$ cat src/source/obj_draw_pkg.sv
// shared widths and the draw command word, referenced by scope from every drawing stage
package obj_draw_pkg;

    // buffer and command widths
    localparam int aw = 9;   // line buffer address width, 512 pixels per line
    localparam int cw = 12;  // sprite code width
    localparam int pw = 8;   // pixel width, palette on top of the 4-bit pen

    // one line buffer address, also used for hdump
    typedef logic [aw-1:0] buf_addr_t;

    // one pixel as stored in the line buffer
    typedef logic [pw-1:0] pixel_t;

    // one sprite row request, as presented on the draw port
    typedef struct packed {
        logic [cw-1:0] code;   // tile number in graphics ROM
        logic [aw-1:0] xpos;   // leftmost buffer column
        logic [3:0]    ysub;   // row inside the 16x16 tile
        logic          hflip;  // mirror left/right
        logic          vflip;  // mirror top/bottom
        logic [pw-5:0] pal;    // palette, ends up in the upper pixel bits
    } draw_cmd_t;

    // field layout from the msb down
    //   code  [30:19]
    //   xpos  [18:10]
    //   ysub  [9:6]
    //   hflip [5]
    //   vflip [4]
    //   pal   [3:0]
    // total 31 bits

endpackage

$ cat src/source/sprite_cmd_latch.sv
// command latch that takes one draw command while idle and holds it until the fetch hands off
`timescale 1ns/1ps

module sprite_cmd_latch (
    input  logic                    clk,
    input  logic                    rst,
    input  logic                    draw,      // command strobe from the sprite scanner
    input  obj_draw_pkg::draw_cmd_t cmd,
    input  logic                    hand_off,  // row passed on to the emitter
    output logic                    busy,
    output logic                    start,     // one-cycle kick for the fetch
    output obj_draw_pkg::draw_cmd_t held
);

    logic accept;

    assign accept = draw && !busy;  // commands seen while busy are simply ignored

    always_ff @(posedge clk or posedge rst) begin
        if (rst) begin
            busy  <= 1'b0;
            start <= 1'b0;
        end else begin
            start <= accept;        // start lines up with the first cycle of busy
            if (accept) begin
                busy <= 1'b1;
            end else if (hand_off) begin
                busy <= 1'b0;       // fetch is free again, next command may come
            end
        end
    end

    // command fields, loaded on acceptance
    always_ff @(posedge clk) begin
        if (accept) begin
            held <= cmd;
        end
    end

    // the fetch may only hand off a row that started from a command held here
    a_hand_off_busy : assert property (@(posedge clk) disable iff (rst)
        hand_off |-> busy)
        else $error("hand-off seen while no command was held");

endmodule

$ cat config.mk
export PLATFORM = sky130hd
export DESIGN_NAME = sprite_cmd_latch
export DESIGN_NICKNAME = d
export VERILOG_FILES = /design/src/source/obj_draw_pkg.sv /design/src/source/sprite_cmd_latch.sv
export SDC_FILE = /design/constraint.sdc
export NUM_CORES = 1
export LEC_CHECK = 0
export BUFFER_PORTS_ARGS = -buffer_cell sky130_fd_sc_hd__buf_2
export CAP_MARGIN = 0
export CORE_MARGIN = 2
export CORE_UTILIZATION = 30
export CTS_CLUSTER_DIAMETER = 100
export CTS_CLUSTER_SIZE = 30
export DETAILED_ROUTE_END_ITERATION = 10
export PLACE_DENSITY_LB_ADDON = 0.12
export SLEW_MARGIN = 20
export SYNTH_ARGS = -nofsm -noshare
export SYNTH_HDL_FRONTEND = slang
export SYNTH_SLANG_ARGS = --single-unit
$ cat constraint.sdc
create_clock -name clk -period 2.1 [get_ports clk]
set_clock_uncertainty 0.05 [all_clocks]
set_input_delay 0.21 -clock clk [delete_from_list [all_inputs] [get_ports clk]]
set_output_delay 0.21 -clock clk [all_outputs]
set_load 0.01 [all_outputs]
# ---- Word level (Yosys, flattened, before mapping)
# Index checks and enable logic that the tools add are counted.
dict set report classes {
  n_mux 2
  reduce_logical 3
}
# operator count
set op_table {}
lappend op_table {{2-to-1 mux 1 bit} 2}
lappend op_table {{nonzero test 2 bit} 1}
lappend op_table {{logical AND 1 bit} 1}
lappend op_table {{logical NOT 1 bit} 1}
dict set report word_totals {
  register_bits 33
  input_bits 35
  output_inout_bits 33
  elab_cells 13
}

# ---- Logic depth before layout (Yosys ltp)
dict set report depth {
  depth_word 3
  depth_mapped 2
  depth_no_buf 2
}

# ---- Worst setup path before layout
# OpenSTA, ideal clock, no wires.
dict set report synth_timing {
  kind {reg2reg}
  startpoint {reg busy}
  endpoint {reg held[0] (netlist bit) (enable)}
  setup_ns 0.424
  arrival_ns 1.870
  required_ns 1.626
  setup_slack_ns -0.243
  stages_incl_launch_ff 2
  path_buffers 0
  period_less_slack_ns 2.343
  path_cell_list {dfrtp_1 > nor2b_1}
}
dict set report synth_via {
  elab_chain_len 2
}
# element line
set synth_lines {}
lappend synth_lines {{start: declaration} sprite_cmd_latch.sv:10} ;# output logic busy,
lappend synth_lines {{start signal: assignment} sprite_cmd_latch.sv:21} ;# busy <= 1'b0;
lappend synth_lines {{start signal: assignment} sprite_cmd_latch.sv:26} ;# busy <= 1'b1;
lappend synth_lines {{start signal: assignment} sprite_cmd_latch.sv:28} ;# busy <= 1'b0;
lappend synth_lines {{logical NOT 1 bit} sprite_cmd_latch.sv:17} ;# assign accept = draw && !busy;
lappend synth_lines {{logical AND 1 bit} sprite_cmd_latch.sv:17}
lappend synth_lines {{net accept} sprite_cmd_latch.sv:15} ;# logic accept;
lappend synth_lines {{end signal: assignment} sprite_cmd_latch.sv:36} ;# held <= cmd;
lappend synth_lines {{end: declaration} sprite_cmd_latch.sv:12} ;# output obj_draw_pkg::draw_cmd_t held
# The timed path passes the listed nets, and every way through them passes these cells.
# A chain may end at the register's enable or synchronous reset.

# ---- Worst setup path after layout
dict set report layout_timing {
  startpoint {reg busy}
  endpoint {reg held[24] (netlist bit) (enable)}
}
# Same word-level chain as after synthesis.

==> impl_metrics.json <==
{
  "reg2reg_to": "held[24]",
  "drive_above_1_share_pct": 52.7,
  "route.final.wire_length_mm": 2.14,
  "synth_ff_type": "sky130_fd_sc_hd__edfxtp_1",
  "kind_of_end_point_of_the_critical_path": "register",
  "worstMarginPinSlew_ns": 0.384,
  "grt_use_total_pct": 11.5,
  "dpl.hpwl_mm": 1.33,
  "period_needed_ns": 1.28,
  "top_layer_used": "met4",
  "worst_ep_required_time_ns": 2.04,
  "synthDistinctLibCells": 6,
  "drt.antenna.violating_nets": 0,
  "tritoncts": "built",
  "reg2reg_from": "busy",
  "hold_depth": 3,
  "die-area_um2": 3810,
  "die_x_um": 61.7,
  "cts.root.buffer_cell": "sky130_fd_sc_hd__clkbuf_4",
  "synth_compound_area_share_pct": 0.501,
  "synth_edf_count": 31,
  "initial_antenna_violation_count": 0,
  "cts_post_setup_buffers_inserted": 0,
  "combinational_family_with_the_most_area_after_synthesis": "simple AND/OR/NAND/NOR gates",
  "worst_ep_arrival_time_ns": 1.22,
  "syn-cell-area_um2": 1000,
  "final_cells": 190,
  "ant_diodes": 0,
  "static-leakage-power_nw": 0.788,
  "drt-wirelength-per-cell_um": 11.2,
  "clkLatencyLatePin_ns": 0.32,
  "cts_hold_buffers": 33,
  "syn_avg_cell_area_um2": 27.0,
  "async_reset_ff_share_pct": 6.06,
  "post_cts_resize_count": 0,
  "grt_overflow": 0,
  "report.final.setup_viol": 0,
  "detail_route.first_pass.iterations": 4,
  "hold_slack_ns": 0.0989,
  "hold_class": "in2reg",
  "drt_first_iter_violations": 11,
  "seq_area_frac_synth_pct": 98.1,
  "via_count_of_the_first_global_routing_pass": 637,
  "coreArea_um2": 3100,
  "cts.htree.levels": 2,
  "chipHeight_um": 61.7,
  "max-cap-violations": 0,
  "timing.fmax_mhz": 782,
  "floorplan.rows": 20,
  "run_status": "finished clean",
  "yosys_warns": 0,
  "post_synth_inst_count": 37,
  "setup_repair_after_global_routing_missed_its_margin": "false",
  "power.density_cell_area_nw_per_um2": 832,
  "timing.final.hold_violations": 0,
  "post_synth_xor_area_fraction_pct": 0,
  "grt_start_max_net_pins": 33,
  "cts_buffer_depth": 2,
  "slew_viol_final": 0,
  "place.gp.congestion": 0.648,
  "viasPerCell": 3.74,
  "r2r.worst_path.cells": 2,
  "max-vdd-ir-drop_mv": 0.581,
  "timing.reg2reg.setup_slack_ns": 0.82,
  "timing.setup.critical_path_class": "reg2reg",
  "remaining_drc_errors": 0,
  "post_synth_fa_ha_maj_area_fraction_pct": 0,
  "crit_fanout": 32,
  "timing.critical_path.max_delay_family": "flip-flops",
  "detail_route.wirelength.met1_um": 785,
  "synth.mux.area_fraction_pct": 0,
  "synth_commonest_cells": "31 x sky130_fd_sc_hd__edfxtp_1, 2 x sky130_fd_sc_hd__dfrtp_1",
  "post-synth-top-area-fraction_pct": 93.1,
  "start_util_pct": 32.2,
  "cts_inserted_buffers": 5,
  "path_clk_slew_ns": 0.09,
  "clock_sinks": 33,
  "final_nets": 180,
  "io-pin-count": 68,
  "numPortBuffers": 67,
  "netlist.top_cell.by_area": "sky130_fd_sc_hd__edfxtp_1",
  "design_power_total_mw": 1.53,
  "slowest_stage": "sky130_fd_sc_hd__dfrtp_1",
  "final.period_utilization_pct": 60.9,
  "synth-seq-cells": 33,
  "worst-path-buf-inv": 1,
  "slew-limit-headroom_pct": 74.4,
  "dp_cells": 149,
  "met3_wirelength_um": 183,
  "dr_total_vias": 711,
  "grt_first_pass_wirelength_mm": 2.88,
  "cp_cell_sequence": "nor2b_2, buf_4",
  "hold_crit_endpoint": "busy",
  "count_leader_synth": "sky130_fd_sc_hd__edfxtp_1",
  "met2WireLength_mm": 1.12,
  "slowest_delay_ns": 0.42,
  "areaGrowthSynthToFinish_pct": 83.4,
  "syn-num-nets": 72,
  "synthSimpleGateAreaFrac_pct": 1.00,
  "ys_top_cells_by_area": "sky130_fd_sc_hd__edfxtp_1 93%, sky130_fd_sc_hd__dfrtp_1 5.0%, sky130_fd_sc_hd__nor2b_1 0.63%",
  "min-delay-start": "draw",
  "final.setup.tns_ns": 0,
  "worstSetupStartpointType": "register"
}
==> report_power, final <==
part           switching, mW  internal [mW]
Sequential            0.0113          0.774
Clock                  0.204          0.369
Combinational         0.0749         0.0930
==> worst max-delay path by stage <==
stage               start  endpoint  slack, ns  cells past startpoint
floorplan            busy   held[0]       0.35                      1
global placement     busy  held[19]       0.84                      2
detailed placement   busy  held[12]       0.81                      2
CTS                  busy  held[12]       0.81                      2
global route         busy  held[23]       0.76                      2
finish               busy  held[24]       0.82                      2
==> metal layers <==
metal	vias up	track usage [%]
met1	307	10.8
li1	359	-
met3	5	6.83
met5	-	0
met2	40	19.8
met4	0	5.47
==> registers in the layout (all words and copies together), names as in the netlist <==
name	count
held	31
busy	1
start	1
==> tightest hold or removal path, delay by kind of cell <==
kind / cells / cell delay (ns)
AO/OA/AOI/OAI: 1 / 0.05
buffers and inverters: 1 / 0.10
AND/OR/NAND/NOR: 1 / 0.08
==> cell usage in the layout, fill, tap and decap left out <==
master	n
sky130_fd_sc_hd__buf_4	1
sky130_fd_sc_hd__clkinv_2	1
sky130_fd_sc_hd__inv_1	1
sky130_fd_sc_hd__dlygate4sd3_1	33
sky130_fd_sc_hd__dfrtp_1	2
sky130_fd_sc_hd__a21oi_1	1
sky130_fd_sc_hd__buf_2	67
sky130_fd_sc_hd__bufinv_16	2
sky130_fd_sc_hd__edfxtp_1	31
sky130_fd_sc_hd__nor2_1	1
sky130_fd_sc_hd__clkbuf_4	5
sky130_fd_sc_hd__nor2b_2	1
==> cell type report <==
cell class / count / area (um^2)
Clock buffer: 5 / 37.5
Clock inverter: 3 / 65.1
Fill cell: 267 / 1270
Inverter: 1 / 3.75
Multi-Input combinational cell: 3 / 17.5
Sequential cell: 33 / 981
Tap cell: 44 / 55.1
Timing Repair Buffer: 101 / 673
==> through the flow <==
stage | worst slack [ns] | utilization, % | area (um^2)
6_report | 0.822 | 59.1 | 1830
5_1_grt | 0.763 | 59.1 | 1830
3_5_place_dp | 0.813 | 45.1 | 1400
4_1_cts | 0.810 | 59.1 | 1830
2_1_floorplan | 0.351 | - | 1000
3_3_place_gp | 0.843 | 45.1 | 1400
==> cell families (layout without fill, tap and decap cells) <==
kind of cell	count (synthesis)	in the layout
flip-flops	33	33
AO/OA/AOI/OAI	1	1
AND/OR/NAND/NOR	2	2
buffers and inverters	1	110
Note: power is estimated with default switching activity, not from simulation.
