$ cat config.mk
export PLATFORM = sky130hd
export DESIGN_NAME = pixel_emitter
export DESIGN_NICKNAME = d
export VERILOG_FILES = /design/src/source/obj_draw_pkg.sv /design/src/source/tile_rom_pkg.sv /design/src/source/pixel_emitter.sv
export SDC_FILE = /design/constraint.sdc
export NUM_CORES = 1
export LEC_CHECK = 0
export ABC_AREA = 1
export BUFFER_PORTS_ARGS = -buffer_cell sky130_fd_sc_hd__buf_2
export CAP_MARGIN = 40
export CORE_MARGIN = 1.5
export CORE_UTILIZATION = 52
export CTS_CLUSTER_SIZE = 24
export DETAILED_ROUTE_END_ITERATION = 12
export GPL_TIMING_DRIVEN = 0
export PLACE_DENSITY = 0.84
export SYNTH_ARGS = -nofsm -noshare
export SYNTH_HDL_FRONTEND = slang
export SYNTH_SLANG_ARGS = --single-unit
$ cat constraint.sdc
create_clock -name clk -period 4.1 [get_ports clk]
set_clock_uncertainty 0.15 [all_clocks]
set_input_delay 0.82 -clock clk [delete_from_list [all_inputs] [get_ports clk]]
set_output_delay 0.82 -clock clk [all_outputs]
set_load 0.05 [all_outputs]
$ cat src/source/obj_draw_pkg.sv
// shared widths and the draw command word, referenced by scope from every drawing stage
package obj_draw_pkg;

    // buffer and command widths
    localparam int aw = 9;   // line buffer address width, 512 pixels per line
    localparam int cw = 12;  // sprite code width
    localparam int pw = 8;   // pixel width, palette on top of the 4-bit pen

    // one line buffer address, also used for hdump
    typedef logic [aw-1:0] buf_addr_t;

    // one pixel as stored in the line buffer
    typedef logic [pw-1:0] pixel_t;

    // one sprite row request, as presented on the draw port
    typedef struct packed {
        logic [cw-1:0] code;   // tile number in graphics ROM
        logic [aw-1:0] xpos;   // leftmost buffer column
        logic [3:0]    ysub;   // row inside the 16x16 tile
        logic          hflip;  // mirror left/right
        logic          vflip;  // mirror top/bottom
        logic [pw-5:0] pal;    // palette, ends up in the upper pixel bits
    } draw_cmd_t;

    // field layout from the msb down
    //   code  [30:19]
    //   xpos  [18:10]
    //   ysub  [9:6]
    //   hflip [5]
    //   vflip [4]
    //   pal   [3:0]
    // total 31 bits

endpackage

$ cat src/source/tile_rom_pkg.sv
// graphics ROM address, the two views of a ROM word and the unpacked row handed to the emitter
package tile_rom_pkg;

    // {code, half, row}, same order as the ROM is laid out
    typedef struct packed {
        logic [obj_draw_pkg::cw-1:0] code;
        logic                        half;  // 0 = left 8 pixels, 1 = right 8 pixels
        logic [3:0]                  row;   // tile row after vflip
    } rom_addr_t;

    // one 32-bit ROM word, decoded one of two ways depending on the board layout
    typedef union packed {
        logic [3:0][7:0] planes;   // {plane3, plane2, plane1, plane0}, bit 7 is the left pixel
        logic [7:0][3:0] nibbles;  // one pen per nibble, top nibble is the left pixel
    } rom_word_u;

    // a fully fetched sprite row
    typedef struct packed {
        logic [15:0][3:0]                pens;  // pens[0] is the leftmost pixel before hflip
        logic [obj_draw_pkg::pw-5:0]     pal;   // carried over from the command
        logic [obj_draw_pkg::aw-1:0]     xpos;
        logic                            hflip;
    } tile_row_t;

endpackage

$ cat src/source/pixel_emitter.sv
// pixel emitter: walks the 16 pens of a row in flip order and issues line buffer writes
`timescale 1ns/1ps

module pixel_emitter #(
    parameter logic [3:0] alpha_pen = 4'd0  // transparent pen, never written
) (
    input  logic                    clk,
    input  logic                    rst,
    input  tile_rom_pkg::tile_row_t row,
    input  logic                    row_valid,
    output logic                    emit_ready,
    output logic                    buf_we,
    output obj_draw_pkg::buf_addr_t buf_addr,
    output obj_draw_pkg::pixel_t    buf_data,
    output logic                    done
);

    tile_rom_pkg::tile_row_t cur;     // row being drawn
    logic                    active;
    logic [3:0]              cnt;     // pixel position from xpos
    logic [3:0]              sel;     // pen index after hflip
    logic [3:0]              pen;
    logic                    take;

    // last pixel of the row goes out this cycle
    assign done       = active && cnt == 4'd15;

    // ready on the last pixel too, so rows run back to back
    assign emit_ready = !active || done;
    assign take       = row_valid && emit_ready;

    always_ff @(posedge clk or posedge rst) begin
        if (rst) begin
            active <= 1'b0;
            cnt    <= 4'd0;
        end else if (take) begin
            active <= 1'b1;
            cnt    <= 4'd0;
        end else if (active) begin
            cnt <= cnt + 4'd1;    // wraps to 0 after the last pixel
            if (done) begin
                active <= 1'b0;
            end
        end
    end

    // row payload
    always_ff @(posedge clk) begin
        if (take) begin
            cur <= row;
        end
    end

    assign sel = cnt ^ {4{cur.hflip}};  // 15 - cnt when mirrored
    assign pen = cur.pens[sel];

    // blank pens still use their cycle, they just don't write
    assign buf_we = active && pen != alpha_pen;

    assign buf_addr = cur.xpos + obj_draw_pkg::buf_addr_t'(cnt);  // wraps at the line end
    assign buf_data = {cur.pal, pen};

    // a row once taken always finishes 16 cycles later, no stalls on this side
    a_row_length : assert property (@(posedge clk) disable iff (rst)
        take |-> ##16 done)
        else $error("row did not complete in 16 cycles");

endmodule

* Word-level counts from Yosys, hierarchy flattened
Cells that the tools add are included.
** Word-level totals
- Output and inout port bits :: 20
- Bits in registers :: 83
** Cells by class
- $add $sub $neg :: 2
- Order comparisons :: 1
- Multiplexer cells :: 7
- Bitwise logic cells :: 1
- Reduce and logical (&&, ||, !) cells :: 7
- Equality and inequality tests :: 1
** Operator list (count)
- $bmux W4 S4 :: 1
- $mux W4 :: 3
- $add A9 B4 Y9 :: 1
- $lt A4 B5 Y1 const B :: 1
- $add A4 B1 Y4 const B :: 1
- $eq A4 B4 Y1 const B :: 1
- $reduce_bool A4 Y1 :: 1
- $xor A4 B4 Y4 :: 1
- $logic_and A1 B1 Y1 :: 3
- $mux W1 :: 3
- $reduce_bool A2 Y1 :: 1
- $logic_not A1 Y1 :: 1
- $logic_or A1 B1 Y1 :: 1

* Logic depth before layout (Yosys ltp)
Gate-level depths: netlist (run 1).
- Depth after elaboration :: 5
- Depth in mapped cells :: 13

* Worst setup path before layout (run 1)
No wires, ideal clock.
- Path kind :: register -> register
- From :: register cnt[1]
- To :: register cur, in the netlist buf_data[4], enable pin
- Required time :: 3518 ps
- Stages on the path, launching flop included :: 6
- Library setup time :: 432 ps
- Clock period less this slack :: 3547 ps
- Arrival time :: 2965 ps
- Setup slack :: 553 ps
- Cells stage by stage :: dfrtp_1 ha_1 nand3_1 nand2_1 nand2_1 inv_1
** On the way
- Word-level cells in the longest chain between the ends :: 4
** RTL lines
- start, declared :: RTL line pixel_emitter.sv:20 : logic [3:0] cnt;
- start signal, assigned :: RTL line pixel_emitter.sv:40 : cnt <= cnt + 4'd1;
- $eq A4 B4 Y1 :: RTL line pixel_emitter.sv:26 : assign done = active && cnt == 4'd15;
- $logic_and A1 B1 Y1 :: RTL line pixel_emitter.sv:26
- $logic_or A1 B1 Y1 :: RTL line pixel_emitter.sv:29 : assign emit_ready = !active || done;
- net emit_ready :: RTL line pixel_emitter.sv:11 : output logic emit_ready,
- $logic_and A1 B1 Y1 :: RTL line pixel_emitter.sv:30 : assign take = row_valid && emit_ready;
- net take :: RTL line pixel_emitter.sv:23 : logic take;
- end signal, assigned :: RTL line pixel_emitter.sv:50 : cur <= row;
- end, declared :: RTL line pixel_emitter.sv:18 : tile_rom_pkg::tile_row_t cur;
The timed path passes the listed nets, and every way through them passes these cells.
A chain may end at the register's enable or synchronous reset.

* Worst setup path in the final report (run 1)
- From :: register cnt[0]
- To :: output port buf_we
** On the way
- Word-level cells in the longest chain between the ends :: 5
** RTL lines
- $xor A4 B4 Y4 :: RTL line pixel_emitter.sv:54 : assign sel = cnt ^ {4{cur.hflip}};
- $bmux W4 S4 :: RTL line pixel_emitter.sv:55 : assign pen = cur.pens[sel];
- $mux W4 (not written as such) :: RTL line pixel_emitter.sv:55
- $reduce_bool A4 Y1 :: RTL line pixel_emitter.sv:58 : assign buf_we = active && pen != alpha_pen;
- $logic_and A1 B1 Y1 :: RTL line pixel_emitter.sv:58
- end, declared :: RTL line pixel_emitter.sv:12 : output logic buf_we,
No other way between the ends. The select of a mux whose other input is x is not followed.

==> results of run 1 <==
-- critical path, stage by stage (launching register included) --
cell,delay [ns]
dfrtp_1,0.46
inv_1,0.15
nand2_1,0.10
nand2_2,0.19
buf_2,0.29
nand2_1,0.08
nand3_1,0.11
nand3_1,0.08
nand3_1,0.09
nand2_2,0.08
nor2_2,0.13
a21oi_2,0.06
buf_2,0.21
-- sequential cells by signal (all words and copies together) (netlist names) --
name and cells:
buf_data 4, cnt 4, cur 74, active 1
-- synth_stat cells --
master and count:
nand2_1 71, xor2_2 1, nor2_2 1, edfxtp_1 78, inv_1 58, nand2_2 7, nand3_2 2, xor2_1 5
buf_2 2, buf_4 5, a21oi_1 2, xnor2_1 5, nor3b_1 1, nand3_1 68, a31oi_1 1, xnor2_2 2
buf_8 1, fa_1 1, a21oi_2 1, ha_1 5, buf_6 4, dfrtp_1 5, nor2_1 5, o21ai_0 1
inv_2 3
-- cell type report --
class | instances | share of cell area, %
Multi-Input combinational cell | 179 | 20.42
Buffer | 12 | 2.307
Sequential cell | 83 | 52.91
Clock buffer | 9 | 2.656
Clock inverter | 7 | 3.005
Timing Repair Buffer | 101 | 11.16
Inverter | 61 | 4.964
Tap cell | 96 | 2.576
-- power breakdown --
part           switching [W]  internal (W)
Sequential         0.0000713       0.00106
Combinational        0.00112      0.000468
Clock               0.000293      0.000464
Total                0.00148       0.00199
-- stage by stage --
stage	power (W)	cell area (um2)	instances	util [%]	hold slack, ns
after global routing	0.003684	4663	548	67.52	0.2046
final	0.003477	4663	548	67.52	0.1995
after floorplan	0.002356	3756	335	-	0.3816
after CTS	0.003499	4663	548	67.52	0.1966
after detailed placement	0.002739	4399	532	63.70	0.3930
after global placement	0.002696	4377	531	63.37	0.3627
-- kinds of logic after synthesis --
| logic type | Yosys count |
|---|---|
| AOI/OAI and AO/OA | 5 |
| xor gates and xnor gates | 13 |
| adders and majority gates | 6 |
| buffers and inverters | 73 |
| DFF | 83 |
| and+or+nand+nor | 155 |
-- per-layer routing --
metal | vias to the layer above | routed length (um)
met2 | 98 | 4019
li1 | 1327 | -
met3 | 8 | 457
met5 | - | 0
met4 | 0 | 74
met1 | 1268 | 3215
-- how the worst min path moves through the flow --
stage                         to  slack (ns)
after floorplan           cnt[1]        0.38
after global placement    active        0.36
after detailed placement  active        0.39
after CTS                 active        0.20
after global routing      cnt[3]        0.20
final                     active        0.20
==> impl_summary.md, run 1 <==
Synthesis
Of all cell types, the one taking the most synthesized area is edfxtp_1. The cell count after synthesis came out at 335. The number of distinct library cells after synthesis is 25. The compound-gate portion of the synthesized area is 0.7995%. The synthesis-stage register bit count is 83. Of the post-synthesis cell area, the part taken by muxes is 0%. The fraction of the yosys area taken by sequential cells is 65.69%. The number of warnings reported in the yosys synthesis log is 0. A synthesized cell averages 11.21 um2. The synthesized cell area is 3756 um2. Summing the areas of all and, or, nand and nor instances in the mapped netlist gives 18.72% of the synthesized area. The number of nets handed over by synthesis was 422. The adder-cell share of the synthesized area is 2.199%. After Yosys synthesis, XOR and XNOR cells account for 3.631% of the synthesized area. Ranked by total cell area, the synthesized netlist is headed by edfxtp_1 62%, nand3_1 9.1%, nand2_1 7.1%. By area, the combinational part of the netlist is dominated by simple AND/OR/NAND/NOR gates. The share of the synthesized area in the top cell type is 62.36%.

Critical path
Of all nets on the critical path, the largest fanout is 10. The capturing instance or port of the critical path is buf_we. The worst register-to-register path ends at cur[7]. STA classifies the critical path endpoint as an output pin. The critical path starts at cnt[0]. The number of cells on the worst reg-to-reg path is 6.

STA puts the critical path data required time at 3.13 ns. The beginning of the worst register-to-register path is cnt[1]. The arrival time of the worst setup path is 2.39 ns.

The setup slack on the worst flop-to-flop path is 1.69 ns. The launching element type of the critical path is a flop. By startpoint and endpoint, the worst setup path is classified as flop to output pin.

GRT
The most heavily used metal layer in global routing is met2. The first global-routing pass estimated 12100 um of wire. Global routing consumed, on the met1 layer, 26.82% of the routing resources. The maximum number of pins on one net before global-route repair is 45. For this run the aggregate overflow at the end of global routing stands at 0. The number of antenna violations at the first check in global routing is 0.

Global routing used 21.55% of the available tracks. The met3 layer usage reported by global route is 6.126%. In the global route stage, met2 resource usage came out at 36.22%. The via count of the first global-routing pass was 2639.

Placed design
The detailed placer's ending HPWL is 5524 um. The weighted congestion at the end of routability-driven global placement is 0.8786. The number of buffers inserted by port buffering is 100.

The pre-CTS setup slack is 1.117 ns.

Timing
The final count of hold timing violations was 0. The upper clock frequency limit is 297.7 MHz. The count of final setup violators is 0. The time the worst path needs with I/O delays and setup is 3.359 ns. The final count of pins violating max slew is 0. For the final routed database, the setup TNS stands at 0 ns. In the post-route analysis, the smallest setup slack over all paths is 0.7410 ns. The headroom to the max-slew limit is 62.10%.

At the pin with the least slew margin, the transition time is 0.5658 ns. Setup repair after global routing left no endpoint under its margin. After layout, the worst path uses 81.93% of the clock period.

Outcome
The run finished with clean final reports.

Finish
At the end of the flow, the number of nets in the layout was 534. In the final layout, the share of cells above drive strength 1 is 32.52%. Registers take 2467 um2. The layout has 538 filler cells. The number of antenna diodes in the final layout is 0. In the final layout, the multi-input gates occupy 952.2 um2.

The growth of design area from synthesis to finish is 24.15%. In the layout the commonest cells are 102 x buf_2, 78 x edfxtp_1, 71 x nand2_1, 68 x nand3_1, 57 x inv_1. The commonest non-fill, non-tap cell in the layout is buf_2.

Clock network
In this run the clock root is driven by a clkbuf_8. The maximum level of the CTS H-tree is 3. Clock-pin slew was measured on the worst setup and hold paths at 0.08 ns. The post-CTS setup buffer count is 0. In this run, post-CTS repair resized a total of 0 instances. Clock tree synthesis found a total of 83 sinks.

For the worst-skew pair, the clock arrives at the later sink with an insertion delay of 0.35 ns. The number of buffers inserted during clock tree synthesis is 9. The maximum clock insertion buffer count is 2. Buffers inserted to repair hold after CTS numbered 0.

The clock tree from TritonCTS is yes.

Routing
The routed design has 7767 um of wire. For this run, design rule violations remaining after detail routing come to 0. The wire length per cell is 14.17 um. The initial DRC count is 196.

Dividing the detail-routed via count by the number of cells gives 4.929. For this block, the via count after detailed routing is 2701. In this run the remaining antenna-violating nets after routing total 0. The pre-antenna-repair detailed-routing pass consisted of 4 iterations.

Die
The effective utilization at floorplan is 54.38%. The width of the chip is 87.99 um. The die covers 7742 um2.

For this design the top-level I/O count stands at 101. The die height is 87.99 um. The floorplan core area is 6907 um2.

After floorplanning, the core was divided into 30 placement rows.

Min path
The worst hold path belongs to the class input port to asynchronous set/reset pin.

Job
Max-cap violations in this run came to 0.

Power
VDD sags by at most 0.6389 mV. For this design the static power due to leakage is 2.127 nW. The power per cell area is 745.5 nW/um2.
(Power assumes the default switching activity.)
==> inputs of run 2 (changes only) <==
==> constraint.sdc (replaced) <==
create_clock -name clk -period 3.4 [get_ports clk]
set_clock_uncertainty 0.15 [all_clocks]
set_input_delay 0.68 -clock clk [delete_from_list [all_inputs] [get_ports clk]]
set_output_delay 0.68 -clock clk [all_outputs]
set_load 0.05 [all_outputs]
==> run 2 against run 1 <==
  * Worst hold slack lost 0.14 ns
  * Utilization shrank 1.1 points
  * Combinational power grew 21%
  * Critical path type unchanged
==> impl_summary.md, run 2 (synthesis gave the netlist of run 1 again) <==
Outcome
Outcome: finished, final reports clean (unchanged).

Critical path
The slowest cell on the critical path was dfrtp_1 (unchanged). The beginning of the worst register-to-register path is cnt[1] (unchanged). The largest fanout of any net on the critical path is 10 (unchanged).

The most numerous cell on the critical path is nand3_1 (unchanged). The setup slack on the worst flop-to-flop path was 0.67 ns (was 1.69 ns). The endpoint of the lowest-slack register-to-register path is cur[20] (was cur[7]).

The launching element type of the critical path is a flop (unchanged). The arrival time of the worst setup path is 2.38 ns (was 2.39 ns). The startpoint-to-endpoint class of the critical path is flop to output pin (unchanged). The delay contributed by the slowest stage of the critical path is 0.46 ns (about the same). The worst reg2reg path depth is 6 (unchanged).

The launching element of the worst setup path was cnt[0] (unchanged). The critical path endpoint category is an output pin (unchanged). Cell breakdown of the critical path: inv_1 > nand2_1 > nand2_2 > buf_2 > nand2_1 > nand3_1 > nand3_1 > nand3_1 > nand2_2 > nor2_1 > a21oi_2 > buf_2 (was inv_1 > nand2_1 > nand2_2 > buf_2 > nand2_1 > nand3_1 > nand3_1 > nand3_1 > nand2_2 > nor2_2 > a21oi_2 > buf_2). The worst endpoint required time is 2.57 ns (was 3.13 ns).

Clock network
The post-CTS setup buffer count is 0 (unchanged). The count of clock tree sinks is 83 (unchanged). The later-pin clock latency in the skew report is 0.34 ns (was 0.35 ns). The maximum level of the CTS H-tree is 3 (unchanged). The CTS clock-pin slew for the worst setup and hold paths is 0.08 ns (about the same). The number of buffers added to fix hold violations after cts is 0 (unchanged). The count of cells resized by post-cts repair is 0 (unchanged). The maximum clock insertion buffer count was 2 (unchanged). The clock tree from TritonCTS is yes (unchanged). The number of buffers inserted during clock tree synthesis is 9 (unchanged). The CTS root buffer is clkbuf_8 (unchanged).

Finish
The fraction of final layout cells with drive strength greater than 1 came to 31.86% (was 32.52%). Most used cells in the layout excluding fill and tap cells: 102 x buf_2, 78 x edfxtp_1, 71 x nand2_1, 68 x nand3_1, 57 x inv_1 (unchanged). The most flop-heavy register is cur (unchanged). The commonest non-fill, non-tap cell in the layout was buf_2 (unchanged).

The flip-flop count of the largest register, all copies and words added came to 74 (unchanged). The number of nets in the layout is 534 (unchanged). The antenna cell count is 0 (unchanged).

The growth of design area from synthesis to finish is 22.09% (was 24.15%).

Min path
The class of the worst hold path is input port to asynchronous set/reset pin (unchanged).

Power
The power per cell area came to 863.4 nW/um2 (was 745.5 nW/um2). The total power was 0.003959 W (was 0.003477 W). The static leakage is 2.082 nW (was 2.127 nW).

The worst voltage drop across the vdd grid is 0.6546 mV (was 0.6389 mV).

GRT
The overall global routing resource usage is 21.19% (was 21.55%). The remaining global-route overflow was 0 (unchanged). The maximum number of pins on one net before global-route repair is 45 (unchanged). The number of antenna violations at the first check in global routing is 0 (unchanged). The first-pass GRT wire length is 11920 um (was 12100 um).

The via count of the first global-routing pass is 2640 (was 2639).

Timing
The final count of pins violating max slew is 0 (unchanged). The count of final setup violators is 0 (unchanged). The hold slack was 0.06385 ns (was 0.1995 ns). The time the worst path needs with I/O delays and setup is 3.214 ns. The final count of hold timing violations came to 0 (unchanged). The pin slew with the least headroom to its limit is 0.7752 ns (was 0.5658 ns). The headroom to the max-slew limit is 48.21% (was 62.10%). Derived from the worst setup path, the maximum achievable clock frequency is 311.1 MHz. The post-route clock period utilization is 94.53%. The accumulated negative setup slack is 0 ns (unchanged). Setup repair after global routing missed its margin: false (unchanged).

Routing
The number of remaining DRC errors came to 0 (unchanged). The number of antenna-violating nets in the routed design is 0 (unchanged). The total wirelength of the detailed-routed design came to 7525 um (was 7767 um).

The wire length per cell was 13.73 um (was 14.17 um). The detailed-router iteration count before antenna repair is 4 (unchanged). The vias after detailed routing is 2633 (was 2701). The initial DRC count is 227 (was 196). The number of vias per cell after detailed routing is 4.805 (was 4.929).

Placed design
The weighted congestion at the end of routability-driven global placement was 0.8184 (was 0.8786). The number of buffers inserted by port buffering is 100 (unchanged). The detailed placer's ending HPWL came to 5463 um (was 5524 um).

Job
The max-capacitance violation count is 0 (unchanged).

Die
The die height is 87.99 um (unchanged). The full die area is 7742 um2 (unchanged). The floorplan core area was 6907 um2 (unchanged). The placement row count is 30 (unchanged). The effective utilization at floorplan is 54.38% (unchanged). The count of boundary I/O pins was 101 (unchanged).

The width of the chip is 87.99 um (unchanged).
[run 2: cell count changes in the layout (fill, tap and decap cells not counted)]
cell,delta
clkbuf_1,+2
inv_4,-1
clkinv_1,+1
bufinv_16,-3
clkinvlp_4,+1
[run 2: how the worst max path moves through the flow]
stage	to	depth (start not counted)
after floorplan	buf_data[4]	5
after global placement	cur[36]	5
after detailed placement	buf_we	9
after CTS	buf_we	13
after global routing	buf_we	12
final	buf_we	12
[run 2: worst max-delay path: cells and delay by family (launching register included)]
kind            cells  cell delay, ns
compound gates      1            0.06
buf+inv             3            0.64
flops               1            0.46
simple gates        8            0.86
[run 2: area by class of cell]
type                    count  area (um2)
repair buffers            101       520.5
fillers                   569        2321
well taps                  96       120.1
clock buffers              11       131.4
plain buffers              12       107.6
clock inverters             5       53.80
inverters                  61       232.7
multi-input cells         179       952.2
flip-flops and latches     83        2467
[run 2: power breakdown]
group	leakage [nW]	switching [W]	internal [W]
Combinational	1.23	0.00136	0.000564
Sequential	0.762	0.0000843	0.00128
Clock	0.0870	0.000337	0.000336
Total	2.08	0.00178	0.00218
[run 2: stage by stage]
step | setup slack, ns | instance area (um2) | std cells | utilization (%)
final | 0.1860 | 4586 | 548 | 66.39
after global routing | 0.004156 | 4586 | 548 | 66.39
after CTS | 0.1721 | 4586 | 548 | 66.39
after detailed placement | 0.5597 | 4400 | 532 | 63.71
after global placement | 0.2296 | 4380 | 531 | 63.42
after floorplan | 0.2773 | 3760 | 335 | -
[run 2: metal layers]
layer	wire length [um]	vias up	track usage (%)
met3	613	16	5.749
met4	160	0	9.668
li1	-	1323	-
met2	3618	105	34.49
met1	3132	1189	26.55
met5	0	-	0
