`config.mk`:
```
export PLATFORM = sky130hd
export DESIGN_NAME = tile_row_fetch
export DESIGN_NICKNAME = d
export VERILOG_FILES = /design/src/source/obj_draw_pkg.sv /design/src/source/tile_rom_pkg.sv /design/src/source/tile_row_fetch.sv
export SDC_FILE = /design/constraint.sdc
export NUM_CORES = 1
export LEC_CHECK = 0
export ABC_AREA = 1
export BUFFER_PORTS_ARGS = -buffer_cell sky130_fd_sc_hd__buf_2
export CAP_MARGIN = 5
export CORE_MARGIN = 1.5
export CORE_UTILIZATION = 45
export CTS_BUF_LIST = sky130_fd_sc_hd__clkbuf_4 sky130_fd_sc_hd__clkbuf_8 sky130_fd_sc_hd__clkbuf_16
export CTS_CLUSTER_DIAMETER = 50
export DETAILED_ROUTE_END_ITERATION = 12
export PLACE_DENSITY = 0.76
export SYNTH_ARGS = -nofsm -noshare
export SYNTH_HDL_FRONTEND = slang
export SYNTH_SLANG_ARGS = --single-unit
```
`constraint.sdc`:
```
create_clock -name clk -period 2.3 [get_ports clk]
set_input_delay 0.345 -clock clk [delete_from_list [all_inputs] [get_ports clk]]
set_output_delay 0.345 -clock clk [all_outputs]
set_load 0.005 [all_outputs]
```
`src/source/obj_draw_pkg.sv`:
```
// shared widths and the draw command word, referenced by scope from every drawing stage
package obj_draw_pkg;

    // buffer and command widths
    localparam int aw = 9;   // line buffer address width, 512 pixels per line
    localparam int cw = 12;  // sprite code width
    localparam int pw = 8;   // pixel width, palette on top of the 4-bit pen

    // one line buffer address, also used for hdump
    typedef logic [aw-1:0] buf_addr_t;

    // one pixel as stored in the line buffer
    typedef logic [pw-1:0] pixel_t;

    // one sprite row request, as presented on the draw port
    typedef struct packed {
        logic [cw-1:0] code;   // tile number in graphics ROM
        logic [aw-1:0] xpos;   // leftmost buffer column
        logic [3:0]    ysub;   // row inside the 16x16 tile
        logic          hflip;  // mirror left/right
        logic          vflip;  // mirror top/bottom
        logic [pw-5:0] pal;    // palette, ends up in the upper pixel bits
    } draw_cmd_t;

    // field layout from the msb down
    //   code  [30:19]
    //   xpos  [18:10]
    //   ysub  [9:6]
    //   hflip [5]
    //   vflip [4]
    //   pal   [3:0]
    // total 31 bits

endpackage

```
`src/source/tile_rom_pkg.sv`:
```
// graphics ROM address, the two views of a ROM word and the unpacked row handed to the emitter
package tile_rom_pkg;

    // {code, half, row}, same order as the ROM is laid out
    typedef struct packed {
        logic [obj_draw_pkg::cw-1:0] code;
        logic                        half;  // 0 = left 8 pixels, 1 = right 8 pixels
        logic [3:0]                  row;   // tile row after vflip
    } rom_addr_t;

    // one 32-bit ROM word, decoded one of two ways depending on the board layout
    typedef union packed {
        logic [3:0][7:0] planes;   // {plane3, plane2, plane1, plane0}, bit 7 is the left pixel
        logic [7:0][3:0] nibbles;  // one pen per nibble, top nibble is the left pixel
    } rom_word_u;

    // a fully fetched sprite row
    typedef struct packed {
        logic [15:0][3:0]                pens;  // pens[0] is the leftmost pixel before hflip
        logic [obj_draw_pkg::pw-5:0]     pal;   // carried over from the command
        logic [obj_draw_pkg::aw-1:0]     xpos;
        logic                            hflip;
    } tile_row_t;

endpackage

```
`src/source/tile_row_fetch.sv`:
```
// row fetch stage: reads both ROM words of one sprite row and unpacks them into 16 pens
`timescale 1ns/1ps

module tile_row_fetch #(
    parameter bit packed_rom = 1'b0  // 1 selects the nibble layout
) (
    input  logic                    clk,
    input  logic                    rst,
    input  logic                    start,
    input  obj_draw_pkg::draw_cmd_t held,
    input  logic                    rom_ok,
    input  tile_rom_pkg::rom_word_u rom_data,
    input  logic                    emit_ready,
    output logic                    hand_off,
    output tile_rom_pkg::rom_addr_t rom_addr,
    output logic                    rom_cs,
    output tile_rom_pkg::tile_row_t row,
    output logic                    row_valid
);

    typedef enum logic [1:0] {
        st_idle,   // waiting for start
        st_left,   // half 0 requested
        st_right,  // half 1 requested
        st_wait    // row complete, waiting for the emitter
    } state_t;

    state_t                  state;
    tile_rom_pkg::tile_row_t row_r;
    logic [3:0]              vrow;

    // eight pens out of one ROM word, index 0 is the leftmost pixel
    function automatic logic [7:0][3:0] unpack(input tile_rom_pkg::rom_word_u w);
        logic [7:0][3:0] p;
        for (int j = 0; j < 8; j++) begin
            if (packed_rom) begin
                p[j] = w.nibbles[7-j];
            end else begin
                // one bit from each plane, plane 3 is the pen msb
                p[j] = {w.planes[3][7-j], w.planes[2][7-j], w.planes[1][7-j], w.planes[0][7-j]};
            end
        end
        return p;
    endfunction

    assign vrow      = held.vflip ? ~held.ysub : held.ysub;  // 15 - ysub when flipped
    assign hand_off  = row_valid && emit_ready;               // emitter takes the row now
    assign row       = row_r;

    always_ff @(posedge clk or posedge rst) begin
        if (rst) begin
            state     <= st_idle;
            rom_cs    <= 1'b0;
            row_valid <= 1'b0;
        end else begin
            case (state)
                st_idle: if (start) begin
                    rom_cs <= 1'b1;
                    state  <= st_left;
                end
                st_left: if (rom_ok) state <= st_right;  // cs stays up for the second word
                st_right: if (rom_ok) begin
                    rom_cs    <= 1'b0;
                    row_valid <= 1'b1;
                    state     <= st_wait;
                end
                default: if (emit_ready) begin  // st_wait, held until the emitter frees up
                    row_valid <= 1'b0;
                    state     <= st_idle;
                end
            endcase
        end
    end

    // address and row payload
    always_ff @(posedge clk) begin
        if (state == st_idle && start) begin
            rom_addr.code <= held.code;
            rom_addr.half <= 1'b0;       // left half first
            rom_addr.row  <= vrow;
            row_r.pal     <= held.pal;
            row_r.xpos    <= held.xpos;
            row_r.hflip   <= held.hflip;
        end
        if (state == st_left && rom_ok) begin
            rom_addr.half   <= 1'b1;
            row_r.pens[7:0] <= unpack(rom_data);
        end
        if (state == st_right && rom_ok) begin
            row_r.pens[15:8] <= unpack(rom_data);
        end
    end

    // ROM side expects a steady request until it answers
    a_rom_req_stable : assert property (@(posedge clk) disable iff (rst)
        rom_cs && !rom_ok |=> rom_cs && $stable(rom_addr))
        else $error("rom_addr moved while a ROM request was pending");

endmodule
```
Yosys cells after proc, flatten, opt, wreduce, memory -nomap -nowiden
Cells that the tools add are included.
{ "word_totals": {"regBits": 99, "input_bits": 68, "out_inout_bits": 98, "word_cells": 56} }
{ "op_classes": {"eq_ne": 5, "n_mux": 12, "bitwise_logic": 2, "reduce_logical": 12} }
{ "ops": {"columns": ["cell", "count"], "rows": [
  ["$mux 2", 4],
  ["$ne 2x2->1 const B", 3],
  ["$pmux 2 s3", 1],
  ["$reduce_and 3->1", 2],
  ["$logic_and 1x1->1", 4],
  ["$mux 1", 4],
  ["$mux 4", 1],
  ["$not 4->4", 1],
  ["$pmux 1 s2", 2],
  ["$reduce_and 4->1", 1],
  ["$reduce_bool 2->1", 2],
  ["$reduce_bool 4->1", 1],
  ["$eq 2x1->1 const B", 1],
  ["$eq 2x2->1 const B", 1],
  ["$logic_not 2->1", 1],
  ["$reduce_or 2->1", 1],
  ["$not 1->1", 1]
]} }

Longest topological paths before layout
Gate-level depths: netlist (run 1).
{ "logic_depth": {"word_depth": 4, "ltp_mapped": 7, "mapped_depth_nobuf": 7} }

Worst setup path before layout (run 1)
OpenSTA, ideal clock, no wires.
{ "synth_timing": {"kind": "register to register", "from": "register state[0]", "to": "register, netlist name row[46]", "setup_ns": 0.387, "arrival_time_ns": 1.381, "slack_ns": 0.533, "stages_incl_launch_ff": 5, "n_path_buf": 0, "path_cell_list": "dfrtp_1 inv_1 ha_1 nand2_1 inv_1"} }
{ "synth_between": {"elab_chain_len": 2} }
{ "synth_lines": {"columns": ["item", "line", "source"], "rows": [
  ["start: declaration", "tile_row_fetch.sv:28", "state_t state;"],
  ["start signal: assignment", "tile_row_fetch.sv:52", "state <= st_idle;"],
  ["start signal: assignment", "tile_row_fetch.sv:59", "state <= st_left;"],
  ["start signal: assignment", "tile_row_fetch.sv:61", "st_left: if (rom_ok) state <= st_right;"],
  ["$eq 2x2->1", "tile_row_fetch.sv:89", "if (state == st_right && rom_ok) begin"],
  ["$logic_and 1x1->1", "tile_row_fetch.sv:89", null]
]} }
No other way between the ends.
A chain may end at the register's enable or synchronous reset.

Final worst setup path (run 1)
{ "layout_timing": {"from": "register state[0]", "to": "register, netlist name row[6]"} }
{ "layout_between": {"elab_chain_len": 2} }
{ "layout_lines": {"columns": ["item", "line", "source"], "rows": [
  ["$logic_not 2->1", "tile_row_fetch.sv:77", "if (state == st_idle && start) begin"],
  ["$logic_and 1x1->1", "tile_row_fetch.sv:77", null]
]} }
No other way between the ends.

==> impl_metrics.env, run 1 <==
export IMPL_drive_gt1_share_pct=55.2
export IMPL_syn_inst=152
export IMPL_place_congestion=0.880
export IMPL_grt_pass1_vias=1867
export IMPL_cts_buffer_depth=2
export IMPL_cts_resized=0
export IMPL_min_path_type="input port to register"
export IMPL_r2r_start="state[0]"
export IMPL_powerDensity_nw_per_um2=1010
export IMPL_ys_ff_latch=99
export IMPL_rsz0062_at_grt="false"
export IMPL_synth_compound_area_share_pct=0.928
export IMPL_fin_skew_ps=10.7
export IMPL_r2r_slack_ps=690
export IMPL_synth_area_top_cells="edfxtp_1 87%, dfrtp_1 3.1%, ha_1 1.9%"
export IMPL_final_common_cell="buf_2"
export IMPL_synthMuxAreaShare_pct=0
export IMPL_ys_types=18
export IMPL_synth_fa_ha_area_share_pct=1.93
export IMPL_yosys_area_top_type_share_pct=87.2
export IMPL_relSlewSlack_pct=74.9
export IMPL_cp_startpoint="state[0]"
export IMPL_drc=0
export IMPL_dieArea_um2=7710
export IMPL_synth_top_family_by_area="simple AND/OR/NAND/NOR gates"
export IMPL_endpoint_kind="register"
export IMPL_final_min_clock_period_ps=1610
export IMPL_p_leak_nw=1.90
export IMPL_core_area_um2=6870
export IMPL_min_delay_start="held[21]"
export IMPL_layout_setup_ws_ps=689
export IMPL_whs_path_depth=1
export IMPL_initial_utilization_pct=47.1
export IMPL_synthSimpleGateAreaFrac_pct=3.63
export IMPL_synthesis_nets=225
export IMPL_synth_avg_cell_area_um2=21.3
export IMPL_hold_viol=0
export IMPL_setup_viol_count_final=0
export IMPL_dp_slack_ps=710
export IMPL_regArea_um2=2940
export IMPL_worst_r2r_path_depth=5
export IMPL_crit_type="register to register"
export IMPL_yosys_area_top_type="edfxtp_1"
export IMPL_fin_setup_tns_ps=0
export IMPL_status="finished clean"
export IMPL_drtAntennaViolNets=0
export IMPL_wl_per_cell_um=15.1
export IMPL_yosys_warnings=0
export IMPL_grt_max_degree=31
export IMPL_cp_max_fo=30
export IMPL_die_h_um=87.8
export IMPL_ios=166
export IMPL_vdd_ir_drop_max_v=0.000559
export IMPL_drv_slew=0
export IMPL_holdPathEnd="rom_addr[7]"
export IMPL_r2r_end="row[6]"
export IMPL_multi_input_area_um2=245
export IMPL_fmax_mhz=621
export IMPL_hpwl_um=4950
export IMPL_grt_use_total_pct=17.4
export IMPL_numPortBuffers=165
export IMPL_worst_pin_slew_ps=377
export IMPL_clockRootBuffer="clkbuf_8"
export IMPL_die_x_um=87.8
export IMPL_grt_overflow_total=0
export IMPL_wirelength_um=6600
export IMPL_cap_violations=0
export IMPL_cp_arrival_ps=1620
export IMPL_finalCritPeriodShare_pct=70.0
export IMPL_clk_latency_ps=340
export IMPL_cts_sinks=99
export IMPL_via_per_inst=4.47
export IMPL_seq_area_frac_synth_pct=90.9
export IMPL_startpoint_type="register"
export IMPL_netlist_area_um2=3240
export IMPL_drt_iter0_markers=81
export IMPL_cp_required_ps=2310
export IMPL_cts_buffers_inserted=9
export IMPL_first_pass_iters=4
export IMPL_final_nets=407
export IMPL_tritoncts="done"
export IMPL_vias=1947
export IMPL_synthToLayoutAreaGrowth_pct=36.6
export IMPL_worst_setup_hold_path_clk_slew_ps=90
export IMPL_mostFrequentLayoutCells="165 x buf_2, 94 x edfxtp_1, 15 x nand2_1"
export IMPL_fill_cells=510
export IMPL_fp_row_count=30
export IMPL_htree_levels=3
export IMPL_antenna_found_initial=1
export IMPL_yosys_area_share_xor_xnor_pct=1.08
export IMPL_grt_pass1_wl_um=9600
-- critical path, cell delays in order (launching register included) --
cell	delay, ps
dfrtp_1	410
inv_1	130
ha_1	240
nand2_1	90
inv_1	60
buf_4	340
-- how the worst max path moves through the flow --
stage,end,slack (ps),cells after the start
final,row[6],690,5
after global routing,row[8],540,5
after CTS,row[13],680,5
after detailed placement,row[1],710,5
after global placement,row[7],770,5
after floorplan,row[46],530,4
-- per-layer routing --
metal / part of all wire (%) / wire length (um) / vias to the layer above / GRT usage, %
li1: - / - / 920 / -
met1: 40 / 2640 / 941 / 21.0
met2: 53 / 3470 / 80 / 28.7
met3: 5.9 / 390 / 6 / 4.52
met4: 1.5 / 98 / 0 / 9.09
met5: 0 / 0 / - / 0
-- registers in the layout, indices dropped and copies added, names as in the netlist --
register	count
rom_addr	17
state	2
row_valid	1
rom_cs	1
row	78
-- stage by stage --
stage	std cells	power, mW	cell area [um^2]	hold WS, ps	utilization (%)
global placement	418	3.40	4220	228	61.4
CTS	435	4.49	4420	146	64.4
global route	435	4.70	4420	142	64.4
floorplan	152	2.95	3240	111	-
detailed placement	418	3.45	4220	233	61.4
finish	436	4.45	4420	171	64.4
-- where the power goes --
group | internal (mW) | switching [mW] | total (mW)
clock network | 0.498 | 0.555 | 1.05
registers | 2.38 | 0.0909 | 2.47
logic | 0.371 | 0.551 | 0.922
-- synth_stat cells, drive strengths merged --
master,number
ha,5
dfrtp,4
nor2,3
o21bai,2
o21ai,2
or2,2
edfxtp,94
nand2,17
dfxtp,1
xor2,4
inv,12
nand3,4
a21oi,1
clkinv,1
-- cell type report --
class / instances / area share, %
Clock inverter: 7 / 1.50
Antenna cell: 1 / 0.0566
Sequential cell: 99 / 66.5
Tap cell: 96 / 2.72
Multi-Input combinational cell: 40 / 5.54
Timing Repair Buffer: 171 / 19.7
Inverter: 13 / 1.10
Clock buffer: 9 / 2.80
-- kinds of logic (layout without fill, tap and decap cells) --
kind of cell | after synthesis | in the layout
buffers and inverters | 13 | 200
other | 0 | 1
and+or+nand+nor | 26 | 26
xor gates and xnor gates | 4 | 4
AOI/OAI and AO/OA | 5 | 5
adders and majority gates | 5 | 5
DFF | 99 | 99
-- timing repair --
action                                  in CTS  in global routing
buffers inserted                             0                  0
endpoints found under the setup margin       0                  0
hold buffers                                 1                  0
endpoints found under the hold margin        4                  0
Power figures use the tool's default switching activity.
==> inputs of run 2 (changes only) <==
--- a/config.mk
+++ b/config.mk
@@ -5,15 +5,15 @@
 export SDC_FILE = /design/constraint.sdc
 export NUM_CORES = 1
 export LEC_CHECK = 0
-export ABC_AREA = 1
+export ABC_AREA = 0
 export BUFFER_PORTS_ARGS = -buffer_cell sky130_fd_sc_hd__buf_2
 export CAP_MARGIN = 5
 export CORE_MARGIN = 1.5
-export CORE_UTILIZATION = 45
+export CORE_UTILIZATION = 40
 export CTS_BUF_LIST = sky130_fd_sc_hd__clkbuf_4 sky130_fd_sc_hd__clkbuf_8 sky130_fd_sc_hd__clkbuf_16
 export CTS_CLUSTER_DIAMETER = 50
 export DETAILED_ROUTE_END_ITERATION = 12
-export PLACE_DENSITY = 0.76
+export PLACE_DENSITY = 0.72
 export SYNTH_ARGS = -nofsm -noshare
 export SYNTH_HDL_FRONTEND = slang
 export SYNTH_SLANG_ARGS = --single-unit
==> constraint.sdc (replaced) <==
create_clock -name clk -period 1.3 [get_ports clk]
set_input_delay 0.195 -clock clk [delete_from_list [all_inputs] [get_ports clk]]
set_output_delay 0.195 -clock clk [all_outputs]
set_load 0.005 [all_outputs]
==> run 2 against run 1 <==
Net effect: the flow now finishes with violations (negative setup slack); die area grew 12%; critical path depth grew 1; power grew 98%; sequential power grew 75%; synthesized cell count shrank 11%; non-clock buffer count grew 49; critical endpoint is now rom_addr[5]; largest cell class unchanged.
==> impl_metrics.env, run 2 <==
export IMPL_synthToLayoutAreaGrowth_pct=57.6
export IMPL_synth_fa_ha_area_share_pct=1.94
export IMPL_regMostFlops="row"
export IMPL_seq_area_frac_synth_pct=91.3
export IMPL_p_leak_nw=2.12
export IMPL_cp_arrival_ps=1480
export IMPL_wirelength_um=7120
export IMPL_cp_startpoint="state[1]"
export IMPL_endpoint_kind="register"
export IMPL_grt_max_degree=25
export IMPL_relSlewSlack_pct=83.7
export IMPL_drt_iter0_markers=38
export IMPL_switchingPower_mw=2.43
export IMPL_tritoncts="done"
export IMPL_path_cells="inv_2 > buf_4 > ha_4 > nand2_4 > clkinvlp_4 > buf_12"
export IMPL_grt_pass1_vias=2091
export IMPL_fin_setup_tns_ps=-6100
export IMPL_switching_share_pct=27.6
export IMPL_min_path_type="input port to register"
export IMPL_numPortBuffers=165
export IMPL_synth_edf_count=94
export IMPL_synth_compound_area_share_pct=2.02
export IMPL_initial_utilization_pct=41.5
export IMPL_synth_most_common_cell="edfxtp_1"
export IMPL_fin_util_pct=65.4
export IMPL_p_int_mw=6.36
export IMPL_fmax_mhz=708
export IMPL_setup_viol_count_final=99
export IMPL_multi_input_area_um2=360
export IMPL_hold_viol=0
export IMPL_regArea_um2=2940
export IMPL_use_met1_pct=19.6
export IMPL_r2r_start="state[1]"
export IMPL_dieArea_um2=8600
export IMPL_htree_levels=3
export IMPL_whs_ps=19.7
export IMPL_final_common_cell="buf_2"
export IMPL_critical_path_slowest_cell="dfrtp_1"
export IMPL_status="complete, but fails checks"
export IMPL_grt_use_met2_pct=27.9
export IMPL_grt_use_total_pct=16.6
export IMPL_antenna_found_initial=0
export IMPL_ys_ff_latch=99
export IMPL_cts_sinks=99
export IMPL_finalNonFillerCells=474
export IMPL_worst_setup_hold_path_clk_slew_ps=100
export IMPL_synth_avg_cell_area_um2=23.7
export IMPL_mostFrequentLayoutCells="165 x buf_2, 94 x edfxtp_1, 25 x dlygate4sd3_1"
export IMPL_place_congestion=0.747
export IMPL_ys_types=26
export IMPL_min_delay_start="rom_data[11]"
export IMPL_syn_inst=136
export IMPL_cp_max_fo=24
export IMPL_die_x_um=92.7
export IMPL_power_frac_comb_pct=29.5
export IMPL_fin_skew_ps=10.7
export IMPL_first_pass_iters=4
export IMPL_cap_violations=0
export IMPL_clk_latency_ps=350
export IMPL_grt_busiest_layer="met2"
export IMPL_p_seq_share_pct=49.3
export IMPL_fill_cells=545
export IMPL_yosys_warnings=0
export IMPL_drive_gt1_share_pct=62.4
export IMPL_synthSimpleGateAreaFrac_pct=2.49
export IMPL_cpPeakStageDelay_ps=410
export IMPL_fp_row_count=32
export IMPL_ios=166
export IMPL_cts_buffer_depth=2
export IMPL_synth_main_ff_cell="edfxtp_1"
export IMPL_diodes=0
export IMPL_grt_use_met3_pct=5.42
export IMPL_critical_path_top_delay_family="buffers and inverters"
export IMPL_netlist_area_um2=3220
export IMPL_drv_slew=0
export IMPL_yosys_area_top_type="edfxtp_1"
export IMPL_reg_top3="row: 78 flops, rom_addr: 17 flops, state: 2 flops"
export IMPL_powerDensity_nw_per_um2=1730
export IMPL_final_nets=440
export IMPL_synth_top_family_by_area="simple AND/OR/NAND/NOR gates"
export IMPL_worst_path_buf_inv=4
export IMPL_clockRootBuffer="clkbuf_8"
export IMPL_die_h_um=92.7
export IMPL_drc=0
export IMPL_ys_top_cells_by_count="94 x edfxtp_1, 5 x ha_1, 4 x dfrtp_1, 4 x inv_1, 4 x xor2_1"
export IMPL_startpoint_type="register"
export IMPL_finalCritPeriodShare_pct=109
export IMPL_largest_reg_flops=78
export IMPL_crit_type="register to register"
export IMPL_worst_pin_slew_ps=243
export IMPL_final_min_clock_period_ps=1410
export IMPL_via_per_inst=4.45
export IMPL_core_area_um2=7770
export IMPL_dp_cells=423
export IMPL_drtAntennaViolNets=0
export IMPL_cp_required_ps=1360
export IMPL_layout_setup_ws_ps=-112
export IMPL_failed_checks="negative setup slack"
export IMPL_hpwl_um=4950
export IMPL_ys_async_sr_fraction_pct=4.04
export IMPL_synth_area_top_cells="edfxtp_1 88%, dfrtp_1 3.1%, ha_1 1.9%"
export IMPL_rsz0062_at_grt="true"
export IMPL_pwr_share_clk_pct=21.2
export IMPL_synthMuxAreaShare_pct=0.660
export IMPL_vias=2111
export IMPL_synthesis_nets=209
export IMPL_power_mw=8.78
export IMPL_vdd_ir_drop_max_v=0.00116
export IMPL_grt_overflow_total=0
export IMPL_wl_per_cell_um=15.0
export IMPL_yosys_area_share_xor_xnor_pct=1.09
export IMPL_yosys_area_top_type_share_pct=87.6
export IMPL_cts_buffers_inserted=9
export IMPL_grt_pass1_wl_um=10300
## run 2: path summary, 6_finish.rpt
check	endpoint	slack [ps]	cells past startpoint
min reg2reg	rom_addr[4]	460	1
min	row[63]	20	1
max in group asynchronous	state[0]	880	3
max	rom_addr[5]	-110	6
min in group asynchronous	rom_cs	250	3
max reg2reg	rom_addr[5]	-110	6
## run 2: logic make-up after synthesis
logic type / count (synthesis)
flip-flops: 99
buffers and inverters: 4
AND/OR/NAND/NOR: 13
multiplexers: 2
adder cells (fa/ha/maj): 5
AO/OA/AOI/OAI: 9
XOR/XNOR: 4
## run 2: final cells by class
cell class	instances	share of cell area, %
clock buffers	9	2.44
clock inverters	7	1.31
inverters	4	0.370
multi-input cells	33	7.10
flip-flops and latches	99	58.0
repair buffers	220	28.3
well taps	102	2.51
## run 2: routing by layer
layer,part of all wire (%),vias up
met4,1.5,0
met2,48,130
li1,-,991
met1,40,981
met5,0,-
met3,10,9
## run 2: what timing repair did
item / in CTS / in global routing
pin swaps: 4 / 1
gates resized for setup: 19 / 3
buffers inserted: 7 / 1
hold buffers: 23 / 2
endpoints found under the hold margin: 26 / 3
gates cloned: 1 / 1
endpoints found under the setup margin: 92 / 99
## run 2: metrics by stage
stage,area [um^2],setup slack [ps]
after detailed placement,4400,-139
after CTS,5010,-108
final,5080,-112
after global placement,4400,-104
after floorplan,3250,-196
after global routing,5080,-187
## run 2: worst reg2reg max path, cell delays in order, from the launching register on
cell and delay (ps):
dfrtp_1 410, inv_2 80, buf_4 110, ha_4 180
nand2_4 70, clkinvlp_4 90, buf_12 170
## run 2: power by group through the flow
stage          combinational (mW)  clock (mW)  sequential [mW]
3_3_place_gp                 1.93           0             4.39
5_1_grt                      2.82        2.04             4.38
2_1_floorplan               0.719           0             4.48
6_report                     2.59        1.86             4.33
3_5_place_dp                 1.99           0             4.41
4_1_cts                      2.49        1.93             4.34
